[config.mk]
export PLATFORM = sky130hd
export DESIGN_NAME = cpu_bus_port_flat
export DESIGN_NICKNAME = d
export VERILOG_FILES = /design/src/include/video_params.svh /design/src/video_pkg.sv /design/src/video_ifs.sv /design/src/cpu_bus_port.sv /design/src/flat_wrapper.sv
export SDC_FILE = /design/constraint.sdc
export NUM_CORES = 1
export LEC_CHECK = 0
export BUFFER_PORTS_ARGS = -buffer_cell sky130_fd_sc_hd__buf_4
export CORE_AREA = 2 2 112 114
export DETAILED_ROUTE_END_ITERATION = 8
export DIE_AREA = 0 0 114 116
export PLACE_DENSITY = 0.63
export SLEW_MARGIN = 5
export SYNTH_ARGS = -nofsm -noshare
export SYNTH_HDL_FRONTEND = slang
export SYNTH_SLANG_ARGS = --single-unit
[constraint.sdc]
create_clock -name cpu_clk_i -period 6.07 [get_ports cpu_clk_i]
set_clock_uncertainty 0.15 [all_clocks]
set_input_delay 1.214 -clock cpu_clk_i [delete_from_list [all_inputs] [get_ports cpu_clk_i]]
set_output_delay 1.214 -clock cpu_clk_i [all_outputs]
set_load 0.02 [all_outputs]
[src/include/video_params.svh]
`ifndef VIDEO_PARAMS_SVH
`define VIDEO_PARAMS_SVH

// horizontal raster in pixel clocks
`define VID_H_ACTIVE 32
`define VID_H_FRONT  2
`define VID_H_SYNC   4
`define VID_H_BACK   2

// vertical raster in lines
`define VID_V_ACTIVE 8
`define VID_V_FRONT  1
`define VID_V_SYNC   2
`define VID_V_BACK   1

// video memory depth in 32-bit words
`define VID_RAM_WORDS 4096

// register byte addresses, bit 14 set
`define VID_REG_CTRL 16'h4000
`define VID_REG_BASE 16'h4004
`define VID_REG_PAL  16'h4040

`endif

[src/video_pkg.sv]
`default_nettype none

package video_pkg;

    // cpu and memory word
    typedef logic [31:0] word_t;

    // red in 11:8, green in 7:4, blue in 3:0
    typedef logic [11:0] rgb444_t;

    // one video word, seen either as eight palette indices
    // or as two RGB565 pixels; pixel 0 sits in the low bits
    typedef union packed {
        logic [7:0][3:0]  idx;
        logic [1:0][15:0] rgb565;
    } video_word_u;

endpackage

`default_nettype wire

[src/video_ifs.sv]
`default_nettype none

interface reg_bus_if
    import video_pkg::*;
    ();
    logic        sel;
    logic [15:0] offset;
    word_t       wdata;
    logic        write;
    word_t       rdata;

    modport master (output sel, offset, wdata, write, input rdata);
    modport slave (input sel, offset, wdata, write, output rdata);
endinterface


`default_nettype wire

[src/cpu_bus_port.sv]
`default_nettype none

module cpu_bus_port
    import video_pkg::*;
    (
        input  wire logic       cpu_clk_i,
        input  wire logic       rst_n_i,

        // external four-phase bus
        input  wire logic       cpu_req_i,
        input  wire word_t      cpu_addr_i,
        input  wire word_t      cpu_wdata_i,
        input  wire logic [3:0] cpu_be_i,
        output logic            cpu_ack_o,
        output word_t           cpu_rdata_o,

        // video ram cpu port
        output logic            ram_cs_o,
        output word_t           ram_addr_o,
        output word_t           ram_wdata_o,
        output logic [3:0]      ram_mask_o,
        input  wire word_t      ram_rdata_i,

        reg_bus_if.master       reg_bus
    );

    localparam logic [1:0] ST_IDLE     = 2'd0;
    localparam logic [1:0] ST_ACCESS   = 2'd1;
    localparam logic [1:0] ST_ACK      = 2'd2;
    localparam logic [1:0] ST_WAIT_REL = 2'd3;

    logic [1:0] state_r;
    logic       ack_r;
    word_t      rdata_r;
    logic       is_reg;
    logic       access;

    // address, data and enables are held by the cpu until ack
    assign is_reg = cpu_addr_i[14];
    assign access = (state_r == ST_ACCESS);

    assign ram_cs_o    = access && !is_reg;
    assign ram_addr_o  = cpu_addr_i;
    assign ram_wdata_o = cpu_wdata_i;
    assign ram_mask_o  = cpu_be_i;

    assign reg_bus.sel    = access && is_reg;
    assign reg_bus.offset = {cpu_addr_i[15:2], 2'b00};
    assign reg_bus.wdata  = cpu_wdata_i;
    assign reg_bus.write  = |cpu_be_i;

    assign cpu_ack_o   = ack_r;
    assign cpu_rdata_o = rdata_r;

    always_ff @(posedge cpu_clk_i or negedge rst_n_i) begin
        if (!rst_n_i) begin
            state_r <= ST_IDLE;
            ack_r   <= 1'b0;
        end else begin
            case (state_r)
                ST_IDLE: begin
                    // req only rises here after ack has dropped
                    if (cpu_req_i) begin
                        state_r <= ST_ACCESS;
                    end
                end
                ST_ACCESS: state_r <= ST_ACK;
                ST_ACK: begin
                    ack_r   <= 1'b1;
                    state_r <= ST_WAIT_REL;
                end
                ST_WAIT_REL: begin
                    if (!cpu_req_i) begin
                        ack_r   <= 1'b0;
                        state_r <= ST_IDLE;
                    end
                end
                default: state_r <= ST_IDLE;
            endcase
        end
    end

    // ram and register data both valid one cycle after the select
    always_ff @(posedge cpu_clk_i) begin
        if (state_r == ST_ACK) begin
            rdata_r <= is_reg ? reg_bus.rdata : ram_rdata_i;
        end
    end

endmodule

`default_nettype wire

[src/flat_wrapper.sv]
// flat-port wrapper written by rule: the top's interface ports become plain ports
module cpu_bus_port_flat import video_pkg::*;
  (cpu_clk_i, rst_n_i, cpu_req_i, cpu_addr_i, cpu_wdata_i, cpu_be_i, cpu_ack_o, cpu_rdata_o, ram_cs_o, ram_addr_o, ram_wdata_o, ram_mask_o, ram_rdata_i, reg_bus_sel, reg_bus_offset, reg_bus_wdata, reg_bus_write, reg_bus_rdata);
  reg_bus_if reg_bus_i ();
  input  wire logic cpu_clk_i;
  input  wire logic rst_n_i;
  input  wire logic cpu_req_i;
  input  wire word_t cpu_addr_i;
  input  wire word_t cpu_wdata_i;
  input  wire logic [3:0] cpu_be_i;
  output logic cpu_ack_o;
  output word_t cpu_rdata_o;
  output logic ram_cs_o;
  output word_t ram_addr_o;
  output word_t ram_wdata_o;
  output logic [3:0] ram_mask_o;
  input  wire word_t ram_rdata_i;
  output wire logic [$bits(reg_bus_i.sel)-1:0] reg_bus_sel;
  output wire logic [$bits(reg_bus_i.offset)-1:0] reg_bus_offset;
  output wire logic [$bits(reg_bus_i.wdata)-1:0] reg_bus_wdata;
  output wire logic [$bits(reg_bus_i.write)-1:0] reg_bus_write;
  input wire logic [$bits(reg_bus_i.rdata)-1:0] reg_bus_rdata;
  assign reg_bus_sel = reg_bus_i.sel;
  assign reg_bus_offset = reg_bus_i.offset;
  assign reg_bus_wdata = reg_bus_i.wdata;
  assign reg_bus_write = reg_bus_i.write;
  assign reg_bus_i.rdata = reg_bus_rdata;
  cpu_bus_port u_core (.cpu_clk_i(cpu_clk_i), .rst_n_i(rst_n_i), .cpu_req_i(cpu_req_i), .cpu_addr_i(cpu_addr_i), .cpu_wdata_i(cpu_wdata_i), .cpu_be_i(cpu_be_i), .cpu_ack_o(cpu_ack_o), .cpu_rdata_o(cpu_rdata_o), .ram_cs_o(ram_cs_o), .ram_addr_o(ram_addr_o), .ram_wdata_o(ram_wdata_o), .ram_mask_o(ram_mask_o), .ram_rdata_i(ram_rdata_i), .reg_bus(reg_bus_i));
endmodule
== After elaboration in Yosys (flattened, before gate mapping) ==
Cells that the tools add are included.

* Register bits: 35
* Bits of input ports: 135
* Output and inout port bits: 152
* Logic and storage cells: 22

* Eq/ne operators: 5
* Mux-type cells: 6
* Reduce and logical (&&, ||, !) cells: 8

{| class="wikitable"
|+ Operators by type and width
! operator !! count
|-
| 32-bit 2-to-1 mux || 1
|-
| 2-bit one-hot mux with 4 select lines || 1
|-
| 2-bit equality test (second input constant) || 2
|-
| 2-bit 2-to-1 mux || 2
|-
| 2-bit inequality test (second input constant) || 2
|-
| 2-bit AND reduction || 2
|-
| 4-bit OR reduction || 1
|-
| 2-bit by 1-bit equality test with 1-bit output (second input constant) || 1
|-
| 1-bit logical AND || 2
|-
| 2-bit logical NOT || 1
|-
| 1-bit one-hot mux with 2 select lines || 1
|-
| 2-bit nonzero test || 1
|-
| 1-bit logical NOT || 1
|-
| 1-bit 2-to-1 mux || 1
|}

== Logic depth before layout (Yosys ltp) ==
Gate-level depths: netlist of run 1.

* Depth in word-level cells: 3
* Mapped depth: 5

== Worst setup path after synthesis of run 1 ==
Ideal clock, no wire load.

* Kind: input to output
* From: input cpu_be_i[1]
* To: output reg_bus_write
* Data arrival time: 1848 ps
* Required time: 4706 ps
* Path slack: 2858 ps
* Cell stages on the path: 1
* Cells stage by stage: or4_1

* Longest elaborated chain between the ends: 1

{| class="wikitable"
|+ Ends and longest elaborated chain
! item !! line !! text
|-
| start: declaration || flat_wrapper.sv:10 || <nowiki>input wire logic [3:0] cpu_be_i;</nowiki>
|-
| 4-bit OR reduction || cpu_bus_port.sv:50 || <nowiki>assign reg_bus.write = |cpu_be_i;</nowiki>
|-
| end: declaration || flat_wrapper.sv:21 || <nowiki>output wire logic [$bits(reg_bus_i.write)-1:0] reg_bus_write;</nowiki>
|}

No other way between the ends.

== Worst setup path in the final report of run 1 ==
* From: input cpu_addr_i[14]
* To: output reg_bus_sel

* Longest elaborated chain between the ends: 1

{| class="wikitable"
|+ Ends and longest elaborated chain
! item !! line !! text
|-
| start: declaration || flat_wrapper.sv:8 || <nowiki>input wire word_t cpu_addr_i;</nowiki>
|-
| 1-bit logical AND || cpu_bus_port.sv:47 || <nowiki>assign reg_bus.sel = access && is_reg;</nowiki>
|-
| end: declaration || flat_wrapper.sv:18 || <nowiki>output wire logic [$bits(reg_bus_i.sel)-1:0] reg_bus_sel;</nowiki>
|}

No other way between the ends.

==> flow_summary.yaml, run 1 <==
run_status:
  status: "complete, no violations"
route:
  vias: 1359
  met2_length_microns: 3110
  drc: 0
  wirelength_microns: 6830
  postRouteAntennaNets: 0
  drt-initial-drc-count: 27
  wl_met3_microns: 1700
  wl_per_cell_microns: 19.0
  highest_layer: "met4"
  viasPerCell: 3.79
  wl_met1_microns: 1740
  firstDrtPassIters: 4
timing:
  drv_slew: 0
  max-slew-margin-rel_pct: 61.0
  holdWs_ns: 0.379
  setup_viol: 0
  rsz0062_at_grt: "false"
  worst_slack_ns: 2.65
  fin_crit_ns: 3.42
  clock.fmax_ghz: 0.293
  max_slew.worst_pin.slew_ns: 0.586
  setup_tns_ns: 0
  finalCritPeriodShare_pct: 56.3
  final_hold_viol_count: 0
global_routing:
  grt_pass1_vias: 1346
  grt_max_degree: 37
  antenna_found_initial: 0
  overflow: 0
  grt_pass1_wl_microns: 8720
  grt_usage_pct: 9.26
clock_network:
  cts_max_path_buffers: 2
  post-cts-setup-buffer-count: 0
  cts_resized: 0
  hold_buffers: 0
  cts_tree: "built"
  cts_max_level: 2
  cts-root-buf: "clkbuf_16"
  insertion_delay_ns: 0.27
  cts_sinks: 35
  clkSlewWorstSetupHoldPaths_ns: 0.05
  cts_buffers: 5
worst_setup_path:
  crit_chain: "buf_4 -> and2_1 -> buf_4"
  crit_arrival_ns: 2.05
  r2r-start: "u_core.state_r[0]$_DFFE_PN0P_"
  start_kind: "primary input"
  cp.required_ns: 4.71
  cpMostUsedCell: "buf_4"
  max_stage_delay_ns: 0.47
  slowest_stage: "buf_4"
  cp_num_buf_inv: 2
  crit_type: "primary input to primary output"
  crit_start: "cpu_addr_i[14]"
  crit_fanout: 36
  end_kind: "primary output"
  cp_top_family: "buffers and inverters"
placement:
  place_ws_ns: 2.65
  dp_cells: 351
  portBuffers: 113
  gp_congestion: 0.727
  place_area_sq_um: 2720
worst_hold_path:
  hp-class: "register to register"
  min-delay-start: "u_core.cpu_ack_o$_DFFE_PN0P_"
die:
  num_rows: 40
  die-height_microns: 116
  die-area_sq_um: 13200
  die_x_microns: 114
  start_util_pct: 21.9
  ios: 287
  core-area_sq_um: 11900
finish:
  fin_area_sq_um: 2850
  syn2layout_area_growth_pct: 9.30
  nNetsFinal: 353
  finalNonFillerCells: 359
  utilization_pct: 23.9
  drive_gt1_share_pct: 71.2
  antenna_cells: 0
logic_synthesis:
  synth_cell_types: 17
  synth_xor_area_share_pct: 0
  synth_area_per_cell_sq_um: 12.5
  yosys-top-cells-count: "buf_4 (116), edfxtp_1 (32), mux2_4 (28)"
  synth_simple_gate_area_share_pct: 1.06
  synth_fa_ha_area_share_pct: 3.36
  synthCells: 209
  synth.area.top_cells: "edfxtp_1 (37%), buf_4 (33%), mux2_4 (16%), ha_1 (3.4%), dfrtp_1 (2.9%)"
  synth_top_family_by_area: "buffers and inverters"
  synth_area_sq_um: 2610
  synth.top_cell.area_share_pct: 36.8
  yosysMostFrequentCell: "buf_4"
  synth-edff-count: 32
  async_reset_ff_share_pct: 8.57
  synth-seq-cells: 35
  yosys_warnings: 0
  ys_seq_area_share_pct: 39.7
  yosysTopAreaCell: "edfxtp_1"
  synth_ff_type: "edfxtp_1"
  synth_compound_area_share_pct: 0.767
  synth_mux_area_share_pct: 18.6
pwr:
  ir_worst_vdd_uv: 103
  power.leakage_nw: 1.30
  power_density_nw_per_um2: 346
  total_power_mw: 0.987
job:
  max-cap-violations: 0
## per-layer routing
metal	vias up	global-route usage (%)
met2	195	14.9
met4	0	6.26
met5	-	0
met1	561	6.77
met3	24	9.15
li1	579	-
## kinds of logic after synthesis
family,count (synthesis)
adders and majority gates,7
DFF,35
buffers and inverters,123
and+or+nand+nor,5
AOI/OAI and AO/OA,4
muxes,34
other,1
## state kept, by name, indices dropped and copies added (netlist names)
name	count
u_core.state_r	2
u_core.cpu_ack_o	1
u_core.cpu_rdata_o	32
## placed cells by master (no fill, tap or decap), types with 2 or more instances in the layout
cell type  instances
buf_4            114
edfxtp_1          32
mux2_4            28
ha_1               7
clkbuf_16          5
mux2_2             4
o21ai_0            4
inv_1              3
dfrtp_1            3
mux2i_1            2
nand2_1            2
conb_1             2
clkinv_1           2
## where the power goes
group          switching [mW]  internal [mW]
registers              0.0283          0.363
logic                   0.203          0.161
clock network          0.0829          0.149
## tightest hold or removal path, stage by stage, from the launching register on
cell and delay [ns]:
dfrtp_1 0.37, inv_1 0.06, mux2i_1 0.06
## cell type report
type | instances | area, sq um
inverters | 3 | 11.3
repair buffers | 114 | 856
clock inverters | 2 | 7.51
well taps | 147 | 184
fillers | 1247 | 9060
clock buffers | 6 | 129
flip-flops and latches | 35 | 1040
multi-input cells | 52 | 628
## final timing paths
kind                                                     to  slack, ns  depth (start not counted)
setup / recovery                                reg_bus_sel       2.65                          3
hold / removal                 u_core.cpu_ack_o$_DFFE_PN0P_       0.38                          2
setup reg to reg           u_core.cpu_rdata_o[21]$_DFFE_PN_       4.47                          3
hold reg to reg                u_core.cpu_ack_o$_DFFE_PN0P_       0.38                          2
max in group asynchronous      u_core.cpu_ack_o$_DFFE_PN0P_       5.10                          1
min in group asynchronous     u_core.state_r[1]$_DFFE_PN0P_       0.57                          1
(Power assumes the default switching activity.)
==> inputs of run 2 (changes only) <==
--- a/config.mk
+++ b/config.mk
@@ -5,11 +5,12 @@
 export SDC_FILE = /design/constraint.sdc
 export NUM_CORES = 1
 export LEC_CHECK = 0
+export ABC_AREA = 1
 export BUFFER_PORTS_ARGS = -buffer_cell sky130_fd_sc_hd__buf_4
 export CORE_AREA = 2 2 112 114
 export DETAILED_ROUTE_END_ITERATION = 8
 export DIE_AREA = 0 0 114 116
-export PLACE_DENSITY = 0.63
+export PLACE_DENSITY = 0.66
 export SLEW_MARGIN = 5
 export SYNTH_ARGS = -nofsm -noshare
 export SYNTH_HDL_FRONTEND = slang
==> constraint.sdc (replaced) <==
create_clock -name cpu_clk_i -period 3 [get_ports cpu_clk_i]
set_clock_uncertainty 0.15 [all_clocks]
set_input_delay 0.6 -clock cpu_clk_i [delete_from_list [all_inputs] [get_ports cpu_clk_i]]
set_output_delay 0.6 -clock cpu_clk_i [all_outputs]
set_load 0.02 [all_outputs]
==> run 2 against run 1 <==
- combinational power up 120%
- clock-buffer cell count down 1
- clock power up 150%
- via count up 24%
- hold slack better by 0.017 ns
- critical path depth up 2
- setup slack worse by 1.7 ns
- first-iteration DRC count up 93%
- flip-flop and latch count unchanged
- cell count up 24%
- critical endpoint is now ram_cs_o
- largest power group unchanged
==> flow_summary.yaml, run 2 <==
worst_setup_path:
  crit_arrival_ns: 1.30
  crit_chain: "inv_1 -> ha_1 -> inv_1 -> nor2_1 -> buf_4"
  max_stage_delay_ns: 0.45
  slowest_stage: "dfrtp_1"
  end_kind: "primary output"
  crit_type: "register to primary output"
  cp_top_family: "flip-flops"
  start_kind: "register"
  crit_fanout: 6
  cp_num_buf_inv: 3
  cp.required_ns: 2.25
  cpMostUsedCell: "inv_1"
logic_synthesis:
  synth.area.top_cells: "edfxtp_1 (36%), buf_4 (33%), nand2_1 (6.5%), inv_1 (6.0%), o21ai_0 (4.3%)"
  yosysTopAreaCell: "edfxtp_1"
  ys_seq_area_share_pct: 39.1
  synth_ff_type: "edfxtp_1"
  synth_area_sq_um: 2650
  synth_cell_types: 15
  synth-seq-cells: 35
  yosys-top-cells-count: "buf_4 (116), nand2_1 (46), inv_1 (42)"
  synth_area_per_cell_sq_um: 8.97
  synth-edff-count: 32
  synthCells: 295
  async_reset_ff_share_pct: 8.57
  yosysMostFrequentCell: "buf_4"
  synth.top_cell.area_share_pct: 36.3
  yosys_warnings: 0
pwr:
  p_switching_mw: 0.728
  combPwrFrac_pct: 36.9
  seqPwrFrac_pct: 37.2
  ir_worst_vdd_uv: 188
  pwr-share-clk_pct: 25.9
  power_density_nw_per_um2: 752
  intPower_mw: 1.46
  power.leakage_nw: 1.43
  switching_share_pct: 33.2
timing:
  rsz0062_at_grt: "false"
  fin_crit_ns: 2.05
  setup_tns_ns: 0
  finalCritPeriodShare_pct: 68.3
  clock.fmax_ghz: 0.488
  setup_viol: 0
  final_hold_viol_count: 0
  drv_slew: 0
clock_network:
  cts-root-buf: "clkbuf_16"
  cts_tree: "built"
  post-cts-setup-buffer-count: 0
  cts_sinks: 35
  cts_resized: 0
  cts_buffers: 5
  cts_max_level: 2
  clkSlewWorstSetupHoldPaths_ns: 0.05
  cts_max_path_buffers: 2
  insertion_delay_ns: 0.27
route:
  drc: 0
  wl_per_cell_microns: 16.5
  postRouteAntennaNets: 0
  viasPerCell: 3.80
  firstDrtPassIters: 4
  wirelength_microns: 7320
  drt-initial-drc-count: 52
  vias: 1689
placement:
  gp_congestion: 0.739
  place_hpwl_microns: 6210
  portBuffers: 113
  place_area_sq_um: 2740
finish:
  syn2layout_area_growth_pct: 10.2
  largest_register_ffs: 32
  fill_cells: 1292
  drive_gt1_share_pct: 44.1
  mostFrequentLayoutCell: "buf_4"
  seq_area_sq_um: 1040
  nNetsFinal: 438
  fin_area_sq_um: 2920
  final_cell_mix: "buf_4 (115), nand2_1 (46), inv_1 (42), edfxtp_1 (32), o21ai_0 (23)"
  multi_input_area_sq_um: 503
  antenna_cells: 0
run_status:
  status: "complete, no violations"
global_routing:
  grt_pass1_vias: 1517
  grt_max_degree: 41
  antenna_found_initial: 0
  grt_usage_pct: 9.93
  grt_pass1_wl_microns: 9420
  overflow: 0
job:
  max-cap-violations: 0
die:
  start_util_pct: 22.2
  die-area_sq_um: 13200
  ios: 287
  num_rows: 40
  die-height_microns: 116
  die_x_microns: 114
  core-area_sq_um: 11900
worst_hold_path:
  hp-class: "register to register"
==> run 2: cell families after synthesis <==
group / Yosys count / synth area share [%]
compound gates: 32 / 7.33
fa+ha+maj: 7 / 3.31
buf+inv: 165 / 42.0
flops: 35 / 39.1
other cells: 1 / 0.142
simple gates: 55 / 8.08
==> run 2: repair_timing <==
| item | 4_1_cts | 5_1_grt |
|---|---|---|
| endpoints found under the setup margin | 0 | 0 |
| endpoints found under the hold margin | 3 | 0 |
| hold buffers | 1 | 0 |
==> run 2: area by class of cell <==
class	instances	share of cell area (%)
Multi-Input combinational cell	96	17.2
Timing Repair Buffer	116	29.9
Clock buffer	5	4.29
Tap cell	147	6.30
Sequential cell	35	35.5
Inverter	42	5.40
Clock inverter	3	1.33
==> run 2: worst reg2reg max path, cell delays in order (launching register included) <==
cell     delay, ns
dfrtp_1       0.42
inv_1         0.15
ha_1          0.17
buf_4         0.37
==> run 2: path summary, 6_finish.rpt <==
path / from / end / slack [ns] / depth (start not counted)
worst max-delay path: u_core.state_r[1]$_DFFE_PN0P_ / ram_cs_o / 0.95 / 5
min in group asynchronous: rst_n_i / u_core.state_r[0]$_DFFE_PN0P_ / 0.50 / 2
worst min-delay path: u_core.cpu_ack_o$_DFFE_PN0P_ / u_core.cpu_ack_o$_DFFE_PN0P_ / 0.40 / 2
worst min register to register: u_core.cpu_ack_o$_DFFE_PN0P_ / u_core.cpu_ack_o$_DFFE_PN0P_ / 0.40 / 2
worst max register to register: u_core.state_r[0]$_DFFE_PN0P_ / u_core.cpu_rdata_o[25]$_DFFE_PN_ / 1.36 / 3
max in group asynchronous: rst_n_i / u_core.state_r[1]$_DFFE_PN0P_ / 2.10 / 2
==> run 2: power by group through the flow <==
stage / logic, mW / clock network [mW] / registers, mW
finish: 0.809 / 0.569 / 0.815
global route: 0.879 / 0.609 / 0.835
CTS: 0.828 / 0.588 / 0.819
detailed placement: 0.827 / 0 / 0.826
global placement: 0.809 / 0 / 0.821
floorplan: 0.490 / 0 / 1.00
==> run 2: routing by layer <==
metal	track usage, %	vias up	part of all wire [%]
met2	16.9	171	47
met5	2.22	-	0.59
met4	7.56	2	6.2
met1	6.61	688	25
met3	8.84	32	21
li1	-	796	-
==> run 2: metrics by stage <==
stage                     power [mW]  setup WS, ns  hold slack (ns)  instances  util, %
after floorplan                 1.49          1.08            0.154        296        -
after global placement          1.63          1.10            0.243        435     23.0
after detailed placement        1.65          1.07            0.245        435     23.0
after CTS                       2.23         0.933            0.406        444     24.5
after global routing            2.32         0.870            0.421        444     24.5
final                           2.19         0.951            0.396        444     24.5
==> inputs of run 3 (changes only) <==
==> constraint.sdc (replaced) <==
create_clock -name cpu_clk_i -period 1.64 [get_ports cpu_clk_i]
set_clock_uncertainty 0.15 [all_clocks]
set_input_delay 0.328 -clock cpu_clk_i [delete_from_list [all_inputs] [get_ports cpu_clk_i]]
set_output_delay 0.328 -clock cpu_clk_i [all_outputs]
set_load 0.02 [all_outputs]
==> run 3 against run 2 <==
- total power up 97%
- via count rose by 2.6%
- flip-flop and latch count unchanged
- register-to-register slack lost 1.2 ns
- hold slack got worse by 0.21 ns
- setup slack lost 0.91 ns
- sequential power increased by 82%
- cell area up 4.1%
- clock power rose by 83%
- critical endpoint unchanged
- sequential share of layout area down 1.4 points
- cell count up 1.6%
==> flow_summary.yaml, run 3 (same netlist as run 2, synthesis figures left out) <==
run_status:
  status: "complete, no violations"
die:
  core-area_sq_um: 11900
  die_x_microns: 114
  num_rows: 40
  ios: 287
  start_util_pct: 22.2
  die-height_microns: 116
  die-area_sq_um: 13200
finish:
  drive_gt1_share_pct: 47.0
  antenna_cells: 0
  mostFrequentLayoutCell: "buf_4"
  nNetsFinal: 445
  syn2layout_area_growth_pct: 14.7
  largest_register_ffs: 32
  fin_area_sq_um: 3040
  final_cell_mix: "buf_4 (119), nand2_1 (46), inv_1 (39), edfxtp_1 (32), o21ai_0 (23)"
  utilization_pct: 25.5
  finalNonFillerCells: 451
timing:
  clock.fmax_ghz: 0.626
  rsz0062_at_grt: "true"
  finalCritPeriodShare_pct: 97.4
  final_hold_viol_count: 0
  setup_viol: 0
  fin_crit_ns: 1.60
  drv_slew: 0
pwr:
  total_power_mw: 4.31
  ir_worst_vdd_uv: 461
  power_density_nw_per_um2: 1420
  power.leakage_nw: 1.48
placement:
  dp_cells: 436
  gp_congestion: 0.771
  place_area_sq_um: 2780
  portBuffers: 113
  place_hpwl_microns: 6510
route:
  drc: 0
  vias: 1733
  firstDrtPassIters: 4
  drt-initial-drc-count: 71
  wirelength_microns: 7830
  wl_per_cell_microns: 17.4
  postRouteAntennaNets: 0
  viasPerCell: 3.84
global_routing:
  grt_usage_pct: 10.8
  overflow: 0
  grt_pass1_wl_microns: 10200
  grt_pass1_vias: 1631
  antenna_found_initial: 0
  grt_max_degree: 41
clock_network:
  cts_max_level: 2
  clkSlewWorstSetupHoldPaths_ns: 0.06
  cts_sinks: 35
  cts_tree: "built"
  cts-root-buf: "clkbuf_16"
  insertion_delay_ns: 0.27
  cts_buffers: 5
  cts_max_path_buffers: 2
worst_setup_path:
  slowest_stage: "dfrtp_1"
  crit_type: "register to primary output"
  start_kind: "register"
  r2r_setup_slack_ns: 0.14
  cp_top_family: "flip-flops"
  end_kind: "primary output"
  max_stage_delay_ns: 0.39
  cp_num_buf_inv: 3
  crit_fanout: 2
  crit_chain: "inv_2 -> ha_4 -> inv_2 -> nor2_1 -> buf_4"
  crit_arrival_ns: 1.12
  cpMostUsedCell: "inv_2"
  cp.required_ns: 1.16
worst_hold_path:
  hp-class: "primary input to register"
job:
  max-cap-violations: 0
-- run 3: area by class of cell --
type,count,area (sq um)
clock inverter,3,38.8
timing repair buffer,123,968
inverter,42,158
sequential,35,1040
tap,147,184
clock buffer,5,125
multi-input combinational,96,528
fill,1268,8870
-- run 3: through the flow --
stage / hold slack (ns) / setup WS, ns / TNS, ns
floorplan: -0.118 / 0.0386 / 0
global placement: -0.0272 / 0.215 / 0
detailed placement: -0.0248 / 0.179 / 0
CTS: 0.177 / 0.00835 / 0
global route: 0.184 / -0.00827 / -0.00827
finish: 0.182 / 0.0420 / 0
-- run 3: final timing paths --
check                                                    from                                to  cells after the start
worst max-delay path            u_core.state_r[1]$_DFFE_PN0P_                          ram_cs_o                      5
worst min-delay path                        reg_bus_rdata[22]  u_core.cpu_rdata_o[22]$_DFFE_PN_                      3
worst max register to register  u_core.state_r[0]$_DFFE_PN0P_   u_core.cpu_rdata_o[6]$_DFFE_PN_                      4
worst min register to register   u_core.cpu_ack_o$_DFFE_PN0P_      u_core.cpu_ack_o$_DFFE_PN0P_                      2
max in group asynchronous                             rst_n_i     u_core.state_r[1]$_DFFE_PN0P_                      2
min in group asynchronous                             rst_n_i      u_core.cpu_ack_o$_DFFE_PN0P_                      2
-- run 3: worst reg2reg max path, cell delays in order (launching register included) --
cell       delay, ns
dfrtp_1         0.42
buf_4           0.17
inv_2           0.10
ha_4            0.18
clkbuf_16       0.18
-- run 3: report_power, final --
part / switching [mW] / internal (mW)
registers: 0.114 / 1.37
clock network: 0.334 / 0.708
logic: 0.986 / 0.802
-- run 3: repair_timing --
item | 4_1_cts | 5_1_grt
buffers inserted | 3 | 2
cloned | 0 | 1
setup endpoints to repair | 2 | 2
hold endpoints to repair | 3 | 0
resized for setup | 2 | 4
hold buffers | 1 | 0
-- run 3: per-layer routing --
layer	vias to the layer above	share of wire [%]	wire [microns]	global-route usage (%)
li1	806	-	-	-
met1	723	26	2020	7.73
met2	180	50	3900	19.2
met3	24	20	1580	9.41
met4	0	4.2	331	6.18
met5	-	0	0	0
